File: src/hazardPkg.sv
`default_nettype none

package hazardPkg;

    typedef logic [4:0] regNum_t;
    typedef logic [1:0] stageTime_t;

    typedef struct packed {
        regNum_t    rsNum;
        regNum_t    rtNum;
        stageTime_t tuseRs;
        stageTime_t tuseRt;
    } useInfo_t;

    typedef struct packed {
        regNum_t    regNum;
        stageTime_t tnew;
    } newInfo_t;

    localparam regNum_t regZero = 5'd0;
    localparam regNum_t linkReg = 5'd31;

    //////////////////////////////////////////////////
    // Opcodes
    //////////////////////////////////////////////////
    localparam logic [5:0] opR    = 6'h00;
    localparam logic [5:0] opJ    = 6'h02;
    localparam logic [5:0] opJal  = 6'h03;
    localparam logic [5:0] opBeq  = 6'h04;
    localparam logic [5:0] opBne  = 6'h05;
    localparam logic [5:0] opAddi = 6'h08;
    localparam logic [5:0] opAndi = 6'h0c;
    localparam logic [5:0] opOri  = 6'h0d;
    localparam logic [5:0] opLui  = 6'h0f;
    localparam logic [5:0] opLb   = 6'h20;
    localparam logic [5:0] opLh   = 6'h21;
    localparam logic [5:0] opLw   = 6'h23;
    localparam logic [5:0] opSb   = 6'h28;
    localparam logic [5:0] opSh   = 6'h29;
    localparam logic [5:0] opSw   = 6'h2b;
    localparam logic [5:0] opLwmx = 6'h33;

    //////////////////////////////////////////////////
    // Function codes of the R-type opcode
    //////////////////////////////////////////////////
    localparam logic [5:0] fnJr    = 6'h08;
    localparam logic [5:0] fnMfhi  = 6'h10;
    localparam logic [5:0] fnMthi  = 6'h11;
    localparam logic [5:0] fnMflo  = 6'h12;
    localparam logic [5:0] fnMtlo  = 6'h13;
    localparam logic [5:0] fnMult  = 6'h18;
    localparam logic [5:0] fnMultu = 6'h19;
    localparam logic [5:0] fnDiv   = 6'h1a;
    localparam logic [5:0] fnDivu  = 6'h1b;
    localparam logic [5:0] fnAdd   = 6'h20;
    localparam logic [5:0] fnSub   = 6'h22;
    localparam logic [5:0] fnAnd   = 6'h24;
    localparam logic [5:0] fnOr    = 6'h25;
    localparam logic [5:0] fnSlt   = 6'h2a;
    localparam logic [5:0] fnSltu  = 6'h2b;

    function automatic logic isAluR(logic [5:0] funct);
        return funct inside {fnAdd, fnSub, fnAnd, fnOr, fnSlt, fnSltu};
    endfunction

    // Destination register as seen from Execute
    function automatic regNum_t destOf(logic [31:0] instr);
        regNum_t dest;
        dest = regZero;
        case (instr[31:26])
            opR: begin
                if (isAluR(instr[5:0]) || instr[5:0] == fnMfhi || instr[5:0] == fnMflo) begin
                    dest = instr[15:11];
                end
            end
            opOri, opAddi, opAndi, opLui, opLw, opLb, opLh, opLwmx: dest = instr[20:16];
            opJal: dest = linkReg;
            default: dest = regZero;
        endcase
        return dest;
    endfunction

endpackage

`default_nettype wire

File: src/hazardUnit.sv
`timescale 1ns/1ps
`default_nettype none

module hazardUnit (
    input  wire logic                clk,
    input  wire logic                reset,
    input  wire logic [31:0]         instrD,
    input  wire logic [31:0]         instrE,
    input  wire logic [31:0]         instrM,
    input  wire logic                condition,
    input  wire logic                regWriteE,
    input  wire logic                regWriteM,
    input  wire logic                busy,
    input  wire logic                start,
    output logic                     pcWrite,
    output logic                     ifIdEn,
    output logic                     idExClr,
    output logic                     mduClr,
    output hazardPkg::useInfo_t      useD,
    output hazardPkg::newInfo_t      newE,
    output hazardPkg::newInfo_t      newM
);

    useDecoder useDecoder_inst (
        .instrD (instrD),
        .useD   (useD)
    );

    newDecoder newDecoder_inst (
        .instrE (instrE),
        .newE   (newE)
    );

    newTracker newTracker_inst (
        .clk       (clk),
        .reset     (reset),
        .newE      (newE),
        .instrM    (instrM),
        .condition (condition),
        .newM      (newM)
    );

    stallControl stallControl_inst (
        .useD      (useD),
        .newE      (newE),
        .newM      (newM),
        .instrD    (instrD),
        .instrE    (instrE),
        .regWriteE (regWriteE),
        .regWriteM (regWriteM),
        .busy      (busy),
        .start     (start),
        .pcWrite   (pcWrite),
        .ifIdEn    (ifIdEn),
        .idExClr   (idExClr),
        .mduClr    (mduClr)
    );

endmodule

`default_nettype wire

File: src/newDecoder.sv
`timescale 1ns/1ps
`default_nettype none

module newDecoder (
    input  wire logic [31:0]         instrE,
    output hazardPkg::newInfo_t      newE
);

    logic [5:0]            opcode;
    logic [5:0]            funct;
    hazardPkg::stageTime_t tnew;

    assign opcode = instrE[31:26];
    assign funct  = instrE[5:0];

    // Cycles until the result leaves its producing stage
    always_comb begin
        tnew = 2'd0;
        case (opcode)
            hazardPkg::opR: begin
                if (hazardPkg::isAluR(funct) ||
                    funct == hazardPkg::fnMfhi || funct == hazardPkg::fnMflo) begin
                    tnew = 2'd1;
                end
            end
            hazardPkg::opOri, hazardPkg::opAddi, hazardPkg::opAndi, hazardPkg::opLui: begin
                tnew = 2'd1;
            end
            hazardPkg::opLw, hazardPkg::opLb, hazardPkg::opLh, hazardPkg::opLwmx: begin
                // Load data only exists after Memory
                tnew = 2'd2;
            end
            hazardPkg::opJal: begin
                // Link address is ready in Execute
                tnew = 2'd0;
            end
            default: begin
                tnew = 2'd0;
            end
        endcase
    end

    always_comb begin
        newE.regNum = hazardPkg::destOf(instrE);
        newE.tnew   = tnew;
    end

endmodule

`default_nettype wire

File: src/newTracker.sv
`timescale 1ns/1ps
`default_nettype none

module newTracker (
    input  wire logic                clk,
    input  wire logic                reset,
    input  wire hazardPkg::newInfo_t newE,
    input  wire logic [31:0]         instrM,
    input  wire logic                condition,
    output hazardPkg::newInfo_t      newM
);

    hazardPkg::stageTime_t tnewM;

    // One stage later means one cycle less to wait
    always_ff @(posedge clk) begin
        if (reset) begin
            tnewM <= 2'd0;
        end else if (newE.tnew != 2'd0) begin
            tnewM <= newE.tnew - 2'd1;
        end else begin
            tnewM <= 2'd0;
        end
    end

    always_comb begin
        newM.tnew = tnewM;
        if (instrM[31:26] == hazardPkg::opLwmx) begin
            // Target chosen by the loaded word
            newM.regNum = condition ? instrM[20:16] : hazardPkg::linkReg;
        end else begin
            newM.regNum = hazardPkg::destOf(instrM);
        end
    end

    // Only loads reach Memory with time left, and they need just one more cycle
    tnewNeverTwo: assert property (
        @(posedge clk) disable iff (reset) tnewM != 2'd2
    );

endmodule

`default_nettype wire

File: src/stallControl.sv
`timescale 1ns/1ps
`default_nettype none

module stallControl (
    input  wire hazardPkg::useInfo_t useD,
    input  wire hazardPkg::newInfo_t newE,
    input  wire hazardPkg::newInfo_t newM,
    input  wire logic [31:0]         instrD,
    input  wire logic [31:0]         instrE,
    input  wire logic                regWriteE,
    input  wire logic                regWriteM,
    input  wire logic                busy,
    input  wire logic                start,
    output logic                     pcWrite,
    output logic                     ifIdEn,
    output logic                     idExClr,
    output logic                     mduClr
);

    logic dataStall;
    logic mduStall;
    logic lwmxStall;
    logic stall;
    logic mduActive;
    logic isRD;

    // Operand needed before the producer can forward it
    function automatic logic clash(hazardPkg::regNum_t useNum, hazardPkg::stageTime_t tuse,
                                   hazardPkg::newInfo_t prod, logic regWrite);
        return (useNum != hazardPkg::regZero) && (useNum == prod.regNum) &&
               regWrite && (tuse < prod.tnew);
    endfunction

    //////////////////////////////////////////////////
    // Stall sources
    //////////////////////////////////////////////////
    assign dataStall = clash(useD.rsNum, useD.tuseRs, newE, regWriteE) ||
                       clash(useD.rsNum, useD.tuseRs, newM, regWriteM) ||
                       clash(useD.rtNum, useD.tuseRt, newE, regWriteE) ||
                       clash(useD.rtNum, useD.tuseRt, newM, regWriteM);

    assign mduActive = busy || start;
    assign isRD      = instrD[31:26] == hazardPkg::opR;

    assign mduStall = mduActive && isRD &&
                      (instrD[5:0] inside {hazardPkg::fnMfhi, hazardPkg::fnMflo,
                                           hazardPkg::fnMthi, hazardPkg::fnMtlo});

    // Destination of lwmx stays unknown until Memory
    assign lwmxStall = instrE[31:26] == hazardPkg::opLwmx;

    assign stall = dataStall || mduStall || lwmxStall;

    //////////////////////////////////////////////////
    // Pipeline controls
    //////////////////////////////////////////////////
    assign pcWrite = ~stall;
    assign ifIdEn  = ~stall;
    assign idExClr = stall;

    // A new mult or div while the unit is occupied is dropped, not held
    assign mduClr = mduActive && isRD &&
                    (instrD[5:0] inside {hazardPkg::fnMult, hazardPkg::fnMultu,
                                         hazardPkg::fnDiv, hazardPkg::fnDivu});

endmodule

`default_nettype wire

File: src/useDecoder.sv
`timescale 1ns/1ps
`default_nettype none

module useDecoder (
    input  wire logic [31:0]         instrD,
    output hazardPkg::useInfo_t      useD
);

    hazardPkg::regNum_t rs;
    hazardPkg::regNum_t rt;
    logic [5:0]         opcode;
    logic [5:0]         funct;

    assign rs     = instrD[25:21];
    assign rt     = instrD[20:16];
    assign opcode = instrD[31:26];
    assign funct  = instrD[5:0];

    always_comb begin
        useD.rsNum  = hazardPkg::regZero;
        useD.rtNum  = hazardPkg::regZero;
        useD.tuseRs = 2'd0;
        useD.tuseRt = 2'd0;
        case (opcode)
            hazardPkg::opR: begin
                if (hazardPkg::isAluR(funct) ||
                    funct inside {hazardPkg::fnMult, hazardPkg::fnMultu,
                                  hazardPkg::fnDiv, hazardPkg::fnDivu}) begin
                    useD.rsNum  = rs;
                    useD.rtNum  = rt;
                    useD.tuseRs = 2'd1;
                    useD.tuseRt = 2'd1;
                end else if (funct == hazardPkg::fnMthi || funct == hazardPkg::fnMtlo) begin
                    useD.rsNum  = rs;
                    useD.tuseRs = 2'd1;
                end else if (funct == hazardPkg::fnJr) begin
                    // Jump target needed in Decode
                    useD.rsNum  = rs;
                end
                // mfhi and mflo read no general register
            end
            hazardPkg::opOri, hazardPkg::opAddi, hazardPkg::opAndi,
            hazardPkg::opLw, hazardPkg::opLb, hazardPkg::opLh: begin
                useD.rsNum  = rs;
                useD.tuseRs = 2'd1;
            end
            hazardPkg::opSw, hazardPkg::opSb, hazardPkg::opSh, hazardPkg::opLwmx: begin
                // Store data is only needed in Memory
                useD.rsNum  = rs;
                useD.rtNum  = rt;
                useD.tuseRs = 2'd1;
                useD.tuseRt = 2'd2;
            end
            hazardPkg::opBeq, hazardPkg::opBne: begin
                useD.rsNum = rs;
                useD.rtNum = rt;
            end
            hazardPkg::opLui, hazardPkg::opJ, hazardPkg::opJal: begin
                useD.rsNum = hazardPkg::regZero;
            end
            default: begin
                useD.rsNum = hazardPkg::regZero;
            end
        endcase
    end

endmodule

`default_nettype wire
File: config.mk
export PLATFORM = sky130hd
export DESIGN_NAME = hazardUnit
export DESIGN_NICKNAME = d
export VERILOG_FILES = /design/src/hazardPkg.sv /design/src/hazardUnit.sv /design/src/newDecoder.sv /design/src/newTracker.sv /design/src/stallControl.sv /design/src/useDecoder.sv
export SDC_FILE = /design/constraint.sdc
export NUM_CORES = 1
export LEC_CHECK = 0
export BUFFER_PORTS_ARGS = -buffer_cell sky130_fd_sc_hd__buf_2
export CORE_UTILIZATION = 30
export CTS_BUF_LIST = sky130_fd_sc_hd__clkbuf_16
export DETAILED_ROUTE_END_ITERATION = 16
export PLACE_DENSITY_LB_ADDON = 0.08
export SYNTH_ARGS = -nofsm -noshare
export SYNTH_HDL_FRONTEND = slang
export SYNTH_SLANG_ARGS = --single-unit
export TNS_END_PERCENT = 10
File: constraint.sdc
create_clock -name clk -period 4.3 [get_ports clk]
set_input_delay 0.215 -clock clk [delete_from_list [all_inputs] [get_ports clk]]
set_output_delay 0.215 -clock clk [all_outputs]
set_load 0.02 [all_outputs]
; ---- Word level (Yosys, flattened, before mapping)
; Index checks and enable logic that the tools add are counted.
[op_classes]
add_sub_neg = 1
n_lt_le_gt_ge = 4
n_eq_ne = 65
muxes = 19
bitwise_logic = 2
reduce_logical = 47
[ops]
columns = cell, n
row1 = $eq 6x6->1 const B, 33
row2 = $eq 6x4->1 const B, 12
row3 = $eq 6x5->1 const B, 12
row4 = $mux 5, 8
row5 = $pmux 5 s3, 2
row6 = $eq 5x5->1, 4
row7 = $pmux 5 s2, 2
row8 = $logic_not 6->1, 3
row9 = $reduce_bool 6->1, 3
row10 = $reduce_or 8->1, 2
row11 = $logic_and 1x1->1, 15
row12 = $eq 6x2->1 const B, 2
row13 = $eq 6x3->1 const B, 2
row14 = $logic_or 1x1->1, 12
row15 = $reduce_or 12->1, 1
row16 = $reduce_or 4->1, 3
row17 = $reduce_bool 5->1, 2
row18 = $reduce_or 10->1, 1
row19 = $lt 2x2->1, 4
row20 = $pmux 2 s2, 2
row21 = $reduce_bool 4->1, 2
row22 = $pmux 2 s3, 1
row23 = $reduce_or 6->1, 1
row24 = $mux 1, 3
row25 = other kinds (5), 6
[word_totals]
ff_bits = 2
out_inout_bits = 32
wordCells = 139

; ---- Depth between registers and ports, before layout
; Gate-level depths: netlist of run 1.
[logic_depth]
word_depth = 17
depth_mapped = 11

; ---- Hierarchy
; A second synthesis of run 1 with hierarchy kept.
[unflattened]
cells_unflattened = 200
hier_area_um2 = 1427.6
[by_module_without_submodules]
columns = mod, instances, cells_each, area_per_inst_um2, seq_area_each_um2
row1 = stallControl, 1, 63, 439.2, 0.0
row2 = newTracker, 1, 61, 425.4, 40.0
row3 = useDecoder, 1, 51, 384.1, 0.0
row4 = newDecoder, 1, 25, 178.9, 0.0

; ---- Worst setup path before layout of run 1
; No wires, ideal clock.
[synth_path]
path_type = input to output
startpoint = input port instrD[26]
endpoint = output port pcWrite
arrival_ns = 2.750
required_time_ns = 4.085
slack_ns = 1.335
stages = 9
cell_sequence = nor4_1 -> nand2_1 -> a2111oi_4 -> or3_1 -> buf_4 -> o22ai_1 -> mux2_2 -> a311oi_1 -> buf_4
[synth_lines]
columns = item, line_no
row1 = from (decl), hazardUnit.sv:7  ; input wire logic [31:0] instrD,
row2 = to (decl), hazardUnit.sv:15  ; output logic pcWrite,

; ---- Worst setup path after layout of run 1
[layout_path]
startpoint = input port instrD[29]
endpoint = output port pcWrite
[layout_via]
elab_chain_len = 13
[layout_lines]
columns = item, line_no
row1 = $eq 6x4->1 (tied with other cells), useDecoder.sv:24  ; case (opcode)
row2 = $reduce_or 12->1 (no source line), -
row3 = $pmux 5 s2, useDecoder.sv:24
row4 = $eq 5x5->1 or $reduce_bool 5->1 (tied branches), stallControl.sv:30  ; return (useNum != hazardPkg::regZero) && (useNum == prod.regNum) &&
row5 = $logic_and 1x1->1 (2 in a row), stallControl.sv:30
row6 = $logic_and 1x1->1, stallControl.sv:31  ; regWrite && (tuse < prod.tnew);
row7 = $logic_or 1x1->1, stallControl.sv:37  ; assign dataStall = clash(useD.rsNum, useD.tuseRs, newE, regWriteE) ||
row8 = $logic_or 1x1->1, stallControl.sv:38  ; clash(useD.rsNum, useD.tuseRs, newM, regWriteM) ||
row9 = $logic_or 1x1->1, stallControl.sv:39  ; clash(useD.rtNum, useD.tuseRt, newE, regWriteE) ||
row10 = $logic_or 1x1->1 (*) (2 in a row), stallControl.sv:52  ; assign stall = dataStall || mduStall || lwmxStall;
row11 = $not 1->1 (*), stallControl.sv:57  ; assign pcWrite = ~stall;
; Mark *: on every way between the ends. The rest lies on a longest branch, timed or not.

==> results of run 1 <==
per-layer routing:
metal / vias to the layer above / global-route usage [%] / wire length (µm)
li1: 1045 / - / -
met1: 887 / 23.8 / 2400
met2: 57 / 29.0 / 2350
met3: 0 / 2.17 / 255
met4: 0 / 0 / 0
met5: - / 0 / 0
logic make-up (layout without fill, tap and decap cells):
logic type | Yosys count | after routing | synth area share (%)
other | 1 | 1 | 0.239
DFF | 2 | 2 | 2.55
buffers and inverters | 25 | 127 | 7.17
muxes | 1 | 1 | 0.717
and+or+nand+nor | 102 | 102 | 40.7
xor gates and xnor gates | 16 | 16 | 8.92
adders and majority gates | 3 | 3 | 2.39
AOI/OAI and AO/OA | 68 | 68 | 37.3
worst max-delay path by stage:
stage	to	startpoint	cells past startpoint	slack, ns
after floorplan	pcWrite	instrD[26]	9	1.34
after CTS	pcWrite	instrD[29]	10	1.40
after global routing	pcWrite	instrD[29]	10	1.24
after detailed placement	pcWrite	instrD[29]	10	1.40
after global placement	pcWrite	instrD[29]	10	1.45
final	pcWrite	instrD[29]	9	1.41
stage by stage:
stage                     instances  setup WS (ns)  utilization [%]  hold WS [ns]  power (µW)
after floorplan                 218           1.34                -         0.291         118
after global placement          384           1.45             43.8         0.398         192
after detailed placement        384           1.40             43.8         0.402         194
after CTS                       387           1.40             45.3         0.174         334
after global routing            387           1.24             45.3         0.194         353
final                           387           1.41             45.3         0.177         331
worst max-delay path, stage by stage:
cell and delay (ns):
buf_2 0.14, nor4_1 0.26, nand2_1 0.24, a2111oi_4 0.47, or3_1 0.41, o22ai_1 0.13
mux2_2 0.28, a311oi_1 0.29, buf_2 0.23
final cells by class:
type | count | area [µm²] | share of cell area [%]
Timing Repair Buffer | 103 | 515 | 23.3
Multi-Input combinational cell | 191 | 1420 | 64.1
Sequential cell | 2 | 40.0 | 1.81
Tap cell | 67 | 83.8 | 3.79
Inverter | 21 | 78.8 | 3.57
Clock buffer | 3 | 75.1 | 3.40
synth_stat cells (2+ instances only):
master / n / area, µm²
nand3b_1: 2 / 15.0
o2111ai_1: 2 / 17.5
dfxtp_1: 2 / 40.0
o21ai_0: 9 / 45.0
nor4_2: 2 / 25.0
a31oi_1: 4 / 25.0
o21ai_2: 3 / 26.3
nand4b_1: 2 / 17.5
nand2_1: 12 / 45.0
nor4b_2: 2 / 30.0
inv_1: 21 / 78.8
or2_2: 2 / 12.5
a311oi_1: 2 / 17.5
o22ai_1: 3 / 18.8
o21a_1: 2 / 15.0
nor4_1: 6 / 37.5
nor3_1: 10 / 50.1
and3b_1: 2 / 17.5
a22o_1: 5 / 43.8
nor2_1: 14 / 52.6
xnor2_1: 7 / 61.3
a21oi_1: 8 / 40.0
a32oi_1: 4 / 35.0
buf_4: 3 / 22.5
ha_1: 3 / 37.5
a221o_2: 2 / 22.5
xor2_1: 9 / 78.8
a21o_1: 2 / 15.0
o211ai_1: 2 / 15.0
nand3_1: 3 / 15.0
nand4_1: 5 / 31.3
or3_1: 2 / 12.5
nor2b_1: 5 / 31.3
o21ai_1: 2 / 10.0
nor3b_2: 2 / 25.0
o31ai_2: 3 / 37.5
nor3b_1: 4 / 30.0
and3_1: 2 / 12.5
and2_1: 6 / 37.5
nand2b_1: 11 / 68.8
power by group through the flow:
stage                     logic [µW]  clock network (µW)  registers [µW]
final                            173                 138            19.8
after global routing             191                 142            19.8
after CTS                        174                 140            19.8
after detailed placement         174                   0            20.0
after global placement           172                   0            20.0
after floorplan                 97.5                   0            20.7
==> flow_metrics.tcl, run 1 <==
set metrics [dict create \
    status "complete, no violations" \
    ys_types 66 \
    p_int_uw 211 \
    p_per_area_nw_per_um2 150 \
    maxCapViolCount 0 \
    firstDrtPassIters 4 \
    largest_reg_flops 2 \
    die_x_um 74.3 \
    core_area_um2 4880 \
    top_register "newTracker_inst.tnewM" \
    clockRootBuffer "clkbuf_16" \
    grt_max_degree 13 \
    min_path_type "primary input to flop" \
    clkPwrFrac_pct 41.6 \
    comb_power_share_pct 52.4 \
    critical_path_arrival_ns 2.67 \
    critical_path.endpoint_type "output port" \
    slew_violations 0 \
    yosysWarnings 0 \
    seqPwrFrac_pct 6.0 \
    antenna_cells 0 \
    hold_violations 0 \
    io_buffers 103 \
    hold_end "newTracker_inst.tnewM[1]" \
    clk_pin_slew_ns 0.03 \
    cts_sinks 2 \
    min_path_cells 2 \
    p_sw_uw 120 \
    cts_tree "built" \
    rows 25 \
    synth_seq_cells 2 \
    mostFrequentLayoutCells "103 x buf_2, 21 x inv_1, 14 x nor2_1, 12 x nand2_1, 11 x nand2b_1" \
    max_slew.worst_pin.slew_ns 0.659 \
    relSlewSlack_pct 55.7 \
    cts_buffers 3 \
    p_leak_uw 0.00106 \
    die_h_um 74.3 \
    num_io_pins 135 \
    cts_resized 0 \
    grt_pass1_wl_um 7470 \
    crit_required_ns 4.09 \
    min_from "reset" \
    synthesis.area_um2 1570 \
    start_util_pct 32.2 \
    fin_area_um2 2210 \
    cts_max_level 1 \
    synthCells 218 \
    setup-tns-final_ns 0 \
    post_cts_buffers 0 \
    path_max_fanout 11 \
    syn_to_final_growth_pct 40.8 \
    reg_top3 "newTracker_inst.tnewM x2" \
    drt-vias-per-instance 5.14 \
    min_period_ns 2.89 \
    detail-route-antenna-nets 0 \
    post_dp_cell_area_um2 2140 \
    antenna_found_initial 0 \
    setup_violations 0 \
    drt-initial-drc-count 49 \
    synth_enable_flop_cells 0 \
    final_common_cell "buf_2" \
    cp-start-kind "primary input" \
    worstSetupPathType "primary input to output port" \
    rsz0062_at_grt "false" \
    wl_per_cell_um 12.9 \
    async_flop_share_pct 0 \
    synth_ff_type "dfxtp_1" \
    hpwlAfterDp_um 4270 \
    synth.avg_cell_area_um2 7.20 \
    grt_pass1_vias 1628 \
    routed_wl_um 5010 \
    power.ir.vdd_worst_mv 0.385 \
    seq_area_frac_synth_pct 2.55 \
    fin_crit_sh_pct 67.2 \
    fillers 542 \
    synth_nets 324 \
    drive_gt1_share_pct 41.9 \
    gr-total-overflow 0 \
    remaining_drc_errors 0 \
    max_freq_mhz 346 \
    cts_hold_buffers 0 \
    clockBufferDepth 2 \
    place_congestion 0.799 \
    grt_usage_pct 16.8 \
    num_vias 1989 \
    nets 428 \
    switching_share_pct 36.2 \
    dieArea_um2 5530 \
]
No activity file was read; power rests on OpenSTA's default activity.
==> run 2: changes to the inputs <==
--- a/config.mk
+++ b/config.mk
@@ -5,6 +5,7 @@
 export SDC_FILE = /design/constraint.sdc
 export NUM_CORES = 1
 export LEC_CHECK = 0
+export ABC_AREA = 1
 export BUFFER_PORTS_ARGS = -buffer_cell sky130_fd_sc_hd__buf_2
 export CORE_UTILIZATION = 30
 export CTS_BUF_LIST = sky130_fd_sc_hd__clkbuf_16
==> constraint.sdc (replaced) <==
create_clock -name clk -period 2.79 [get_ports clk]
set_input_delay 0.1395 -clock clk [delete_from_list [all_inputs] [get_ports clk]]
set_output_delay 0.1395 -clock clk [all_outputs]
set_load 0.02 [all_outputs]
==> flow_metrics.tcl, run 2 <==
set metrics [dict create \
    mostFrequentLayoutCells "123 x nand2_1, 103 x buf_2, 59 x inv_1, 57 x nand3_1, 56 x nor2_1" \
    netlist_top_cells_count "123 x nand2_1, 59 x inv_1, 57 x nand3_1" \
    status "complete, no violations" \
    crit_required_ns 2.65 \
    netlist.area_leader.share_pct 27.4 \
    place_congestion 0.794 \
    post-route-util_pct 44.6 \
    cp_num_buf_inv 4 \
    power.ir.vdd_worst_mv 0.183 \
    maxCapViolCount 0 \
    syn_to_final_growth_pct 39.3 \
    seq_area_frac_synth_pct 2.37 \
    synth_top_cell_by_area "nand2_1" \
    clk_pin_slew_ns 0.03 \
    routed_wl_um 5490 \
    synth.avg_cell_area_um2 4.60 \
    ys_top_cells_by_area "nand2_1 27%, nand3_1 17%, inv_1 13%, nor2_1 12%, o21ai_0 4.7%" \
    start_util_pct 32.0 \
    busiest_layer "met2" \
    fin_crit_sh_pct 82.3 \
    rows 26 \
    rsz0062_at_grt "false" \
    gr-total-overflow 0 \
    crit_slowest_cell "nor3_2" \
    synth_seq_cells 2 \
    min_path_type "primary input to flop" \
    cts_hold_buffers 0 \
    dp.cells 538 \
    critical_path.top_delay_family "simple AND/OR/NAND/NOR gates" \
    num_vias 2466 \
    post-place-ws_ns 0.484 \
    cp-start-kind "primary input" \
    core_area_um2 5270 \
    cts_resized 0 \
    worstSetupPathType "primary input to output port" \
    clockRootBuffer "clkbuf_16" \
    grt_util_met3_pct 2.14 \
    setup-tns-final_ns 0 \
    antenna_found_initial 0 \
    drt-vias-per-instance 4.56 \
    hold_violations 0 \
    max_freq_mhz 436 \
    num_io_pins 135 \
    synth.most_common_cell "nand2_1" \
    synthCells 367 \
    largest_reg_flops 2 \
    grt.met1_usage_pct 23.5 \
    reg_top3 "newTracker_inst.tnewM x2" \
    slowest_delay_ns 0.29 \
    grt_usage_pct 17.9 \
    synth_ff_type "dfxtp_1" \
    path_max_fanout 5 \
    fillers 631 \
    wl_per_cell_um 10.1 \
    grt_max_degree 11 \
    remaining_drc_errors 0 \
    grt_pass1_vias 2122 \
    ys_types 27 \
    drive_gt1_share_pct 27.4 \
    critical_path_arrival_ns 2.16 \
    cts_max_level 1 \
    firstDrtPassIters 4 \
    min_period_ns 2.30 \
    setup_ws_ns 0.494 \
    hold_ws_ns 0.0955 \
    cts_tree "built" \
    clockBufferDepth 2 \
    synth_nets 473 \
    cts_sinks 2 \
    critical_path.endpoint_type "output port" \
    cts_buffers 3 \
    synth_enable_flop_cells 0 \
    die_h_um 77.0 \
    dieArea_um2 5930 \
    synthesis.area_um2 1690 \
    nets 579 \
    grt_pass1_wl_um 8890 \
    grt.met2_usage_pct 31.3 \
    slew_violations 0 \
    p_per_area_nw_per_um2 220 \
    top_register "newTracker_inst.tnewM" \
    layout.cells.non_filler 541 \
    detail-route-antenna-nets 0 \
    setup_violations 0 \
    crit_chain "buf_2, nor2_1, inv_2, nor3_2, nor2_4, o21ai_2, inv_1, nand2_1, nand2_1, nor2_1, nand3_1, nand2_1, nand2_1, nand2_1, nor2_1, buf_2" \
    path_common_cell "nand2_1" \
    drt-initial-drc-count 114 \
    io_buffers 103 \
    hpwlAfterDp_um 4760 \
    post_cts_buffers 0 \
    antenna_cells 0 \
    async_flop_share_pct 0 \
    final_common_cell "nand2_1" \
    die_x_um 77.0 \
    p_leak_uw 0.00155 \
    yosysWarnings 0 \
]
==> run 2: changes by cell type after synthesis, moves of 6 or more <==
| cell | before | now |
|---|---|---|
| xnor2_1 | 7 | 0 |
| nand3_1 | 3 | 57 |
| inv_1 | 21 | 59 |
| nand2_1 | 12 | 123 |
| o21ai_0 | 9 | 16 |
| nor2_1 | 14 | 56 |
| nor3_1 | 10 | 4 |
| nand2b_1 | 11 | 0 |
| xor2_1 | 9 | 1 |
| nand2_2 | 0 | 6 |
==> run 2: routing by layer <==
metal  up-vias  wire length, µm
li1       1364                -
met1      1019             2630
met2        79             2520
met3         4              301
met4         0               40
met5         -                0
==> run 2: layout make-up <==
type / count / area (µm²) / area share, %
well taps: 70 / 87.6 / 3.73
multi-input cells: 301 / 1400 / 59.5
repair buffers: 103 / 515 / 21.9
inverters: 62 / 233 / 9.90
flip-flops and latches: 2 / 40.0 / 1.70
clock buffers: 3 / 75.1 / 3.19
==> run 2: power by group <==
part	internal, µW	leakage, µW	switching, µW
sequential	30.0	0.0000163	0.676
clock	182	0.0000370	31.4
combinational	103	0.00149	170
total	315	0.00155	203
==> run 2: final timing paths <==
kind / start / cells after the start / end / slack (ns)
worst min-delay path: reset / 2 / newTracker_inst.tnewM[1] / 0.1
worst max-delay path: instrD[31] / 16 / ifIdEn / 0.49
==> run 2: per-stage QoR <==
stage                     power, µW  area [µm²]
after global routing            562        2350
after detailed placement        305        2270
final                           518        2350
after CTS                       522        2350
after floorplan                 195        1690
after global placement          303        2270
==> run 2: logic make-up after synthesis <==
kind of cell	share of synthesized area [%]
buffers and inverters	14.7
AO/OA/AOI/OAI	13.1
flip-flops	2.37
other	0.222
adder cells (fa/ha/maj)	2.23
XOR/XNOR	0.519
AND/OR/NAND/NOR	66.8
==> run 3: changes to the inputs <==
==> constraint.sdc (replaced) <==
create_clock -name clk -period 2.1 [get_ports clk]
set_input_delay 0.105 -clock clk [delete_from_list [all_inputs] [get_ports clk]]
set_output_delay 0.105 -clock clk [all_outputs]
set_load 0.02 [all_outputs]
==> flow_metrics.tcl, run 3 (synthesis gave the netlist of run 2 again) <==
set metrics [dict create \
    rsz0062_at_grt "true" \
    final_common_cell "nand2_1" \
    reg_top3 "newTracker_inst.tnewM x2" \
    critical_path_arrival_ns 1.94 \
    die_x_um 77.0 \
    largest_reg_flops 2 \
    slew_violations 0 \
    io_buffers 103 \
    rows 26 \
    remaining_drc_errors 0 \
    max_slew.worst_pin.slew_ns 0.538 \
    setup_violations 0 \
    cts_sinks 2 \
    nets 615 \
    drt-initial-drc-count 93 \
    firstDrtPassIters 4 \
    path_common_cell "nand2_2" \
    cts_buffers 3 \
    worstSetupPathType "primary input to output port" \
    num_vias 2659 \
    dp.cells 554 \
    gr-total-overflow 0 \
    start_util_pct 32.0 \
    grt_pass1_wl_um 9520 \
    antenna_found_initial 0 \
    clk_pin_slew_ns 0.03 \
    hold_end "newTracker_inst.tnewM[1]" \
    wl_per_cell_um 10.5 \
    antenna_cells 0 \
    slowest_delay_ns 0.24 \
    fin_area_um2 2930 \
    die_h_um 77.0 \
    syn_to_final_growth_pct 73.7 \
    p_leak_uw 0.00185 \
    dieArea_um2 5930 \
    power.ir.vdd_worst_mv 0.277 \
    num_io_pins 135 \
    power_uw 792 \
    detail-route-antenna-nets 0 \
    place_congestion 0.822 \
    status "complete, no violations" \
    grt_usage_pct 19.0 \
    grt_max_degree 9 \
    hold_violations 0 \
    min_from "reset" \
    drive_gt1_share_pct 40.0 \
    fillers 595 \
    p_per_area_nw_per_um2 270 \
    layout.cells.non_filler 577 \
    post_dp_cell_area_um2 2410 \
    setup-tns-final_ns 0 \
    drt-vias-per-instance 4.61 \
    max_freq_mhz 488 \
    cts_hold_buffers 0 \
    crit_chain "buf_2, inv_1, nand2_1, nand3_2, nand2_2, nor2_4, buf_6, o21ai_4, buf_4, nor3_2, nand3_1, nand2_2, nand2_2, nor2_4, buf_6" \
    grt_pass1_vias 2331 \
    crit_required_ns 2.00 \
    clockRootBuffer "clkbuf_16" \
    core_area_um2 5270 \
    min_path_type "primary input to flop" \
    clockBufferDepth 2 \
    min_period_ns 2.05 \
    cts_max_level 1 \
    fin_crit_sh_pct 97.6 \
    mostFrequentLayoutCells "113 x nand2_1, 96 x buf_2, 54 x inv_1, 49 x nand3_1, 44 x nor2_1" \
    crit_slowest_cell "nor2_4" \
    path_max_fanout 5 \
    cp-start-kind "primary input" \
    critical_path.endpoint_type "output port" \
    cts_tree "built" \
    min_path_cells 2 \
    hpwlAfterDp_um 4890 \
    maxCapViolCount 0 \
    top_register "newTracker_inst.tnewM" \
    routed_wl_um 6070 \
    relSlewSlack_pct 63.7 \
]
## run 3: metrics by stage
step                      utilization, %  worst slack, ns  hold WS, ns
after global placement              45.7          0.00639        0.285
after floorplan                        -           0.0429        0.181
after detailed placement            45.7        -0.000147        0.286
after global routing                55.6           -0.110       0.0695
after CTS                           47.2         0.000172       0.0588
final                               55.6           0.0512       0.0624
## run 3: how the worst max path moves through the flow
stage	depth (start not counted)	to	startpoint	slack, ns
floorplan	15	pcWrite	instrD[29]	0.04
global placement	16	ifIdEn	instrD[27]	0.006
detailed placement	17	ifIdEn	instrD[31]	-0.0001
CTS	16	ifIdEn	instrD[27]	0.0002
global route	18	pcWrite	instrD[30]	-0.11
finish	15	ifIdEn	instrD[26]	0.05
## run 3: where the power goes
part           switching (µW)  leakage, µW  internal [µW]
clock                    44.3    0.0000370            242
combinational             266      0.00180            199
sequential              0.960    0.0000163           39.8
## run 3: layout make-up
| class | count | area (µm²) | share of cell area, % |
|---|---|---|---|
| timing repair buffer | 139 | 903 | 30.8 |
| clock buffer | 3 | 75.1 | 2.56 |
| multi-input combinational | 301 | 1590 | 54.2 |
| inverter | 62 | 235 | 8.03 |
| tap | 70 | 87.6 | 2.99 |
| sequential | 2 | 40.0 | 1.37 |
## run 3: repair_timing
action	CTS	global route
setup endpoints to repair	0	3
hold endpoints to repair	0	0
gates resized for setup	0	75
setup buffers	0	21
## run 3: critical path: cells and delay by family
family | cells | cell delay [ns]
AOI/OAI and AO/OA | 1 | 0.08
buffers and inverters | 5 | 0.66
and+or+nand+nor | 9 | 1.10
## run 3: layer usage
metal	share of wire (%)	GRT usage [%]	routed length [µm]
met1	45	22.5	2710
met2	49	35.5	2950
met3	5.9	3.21	357
met4	0.74	3.96	45
met5	0	0	0
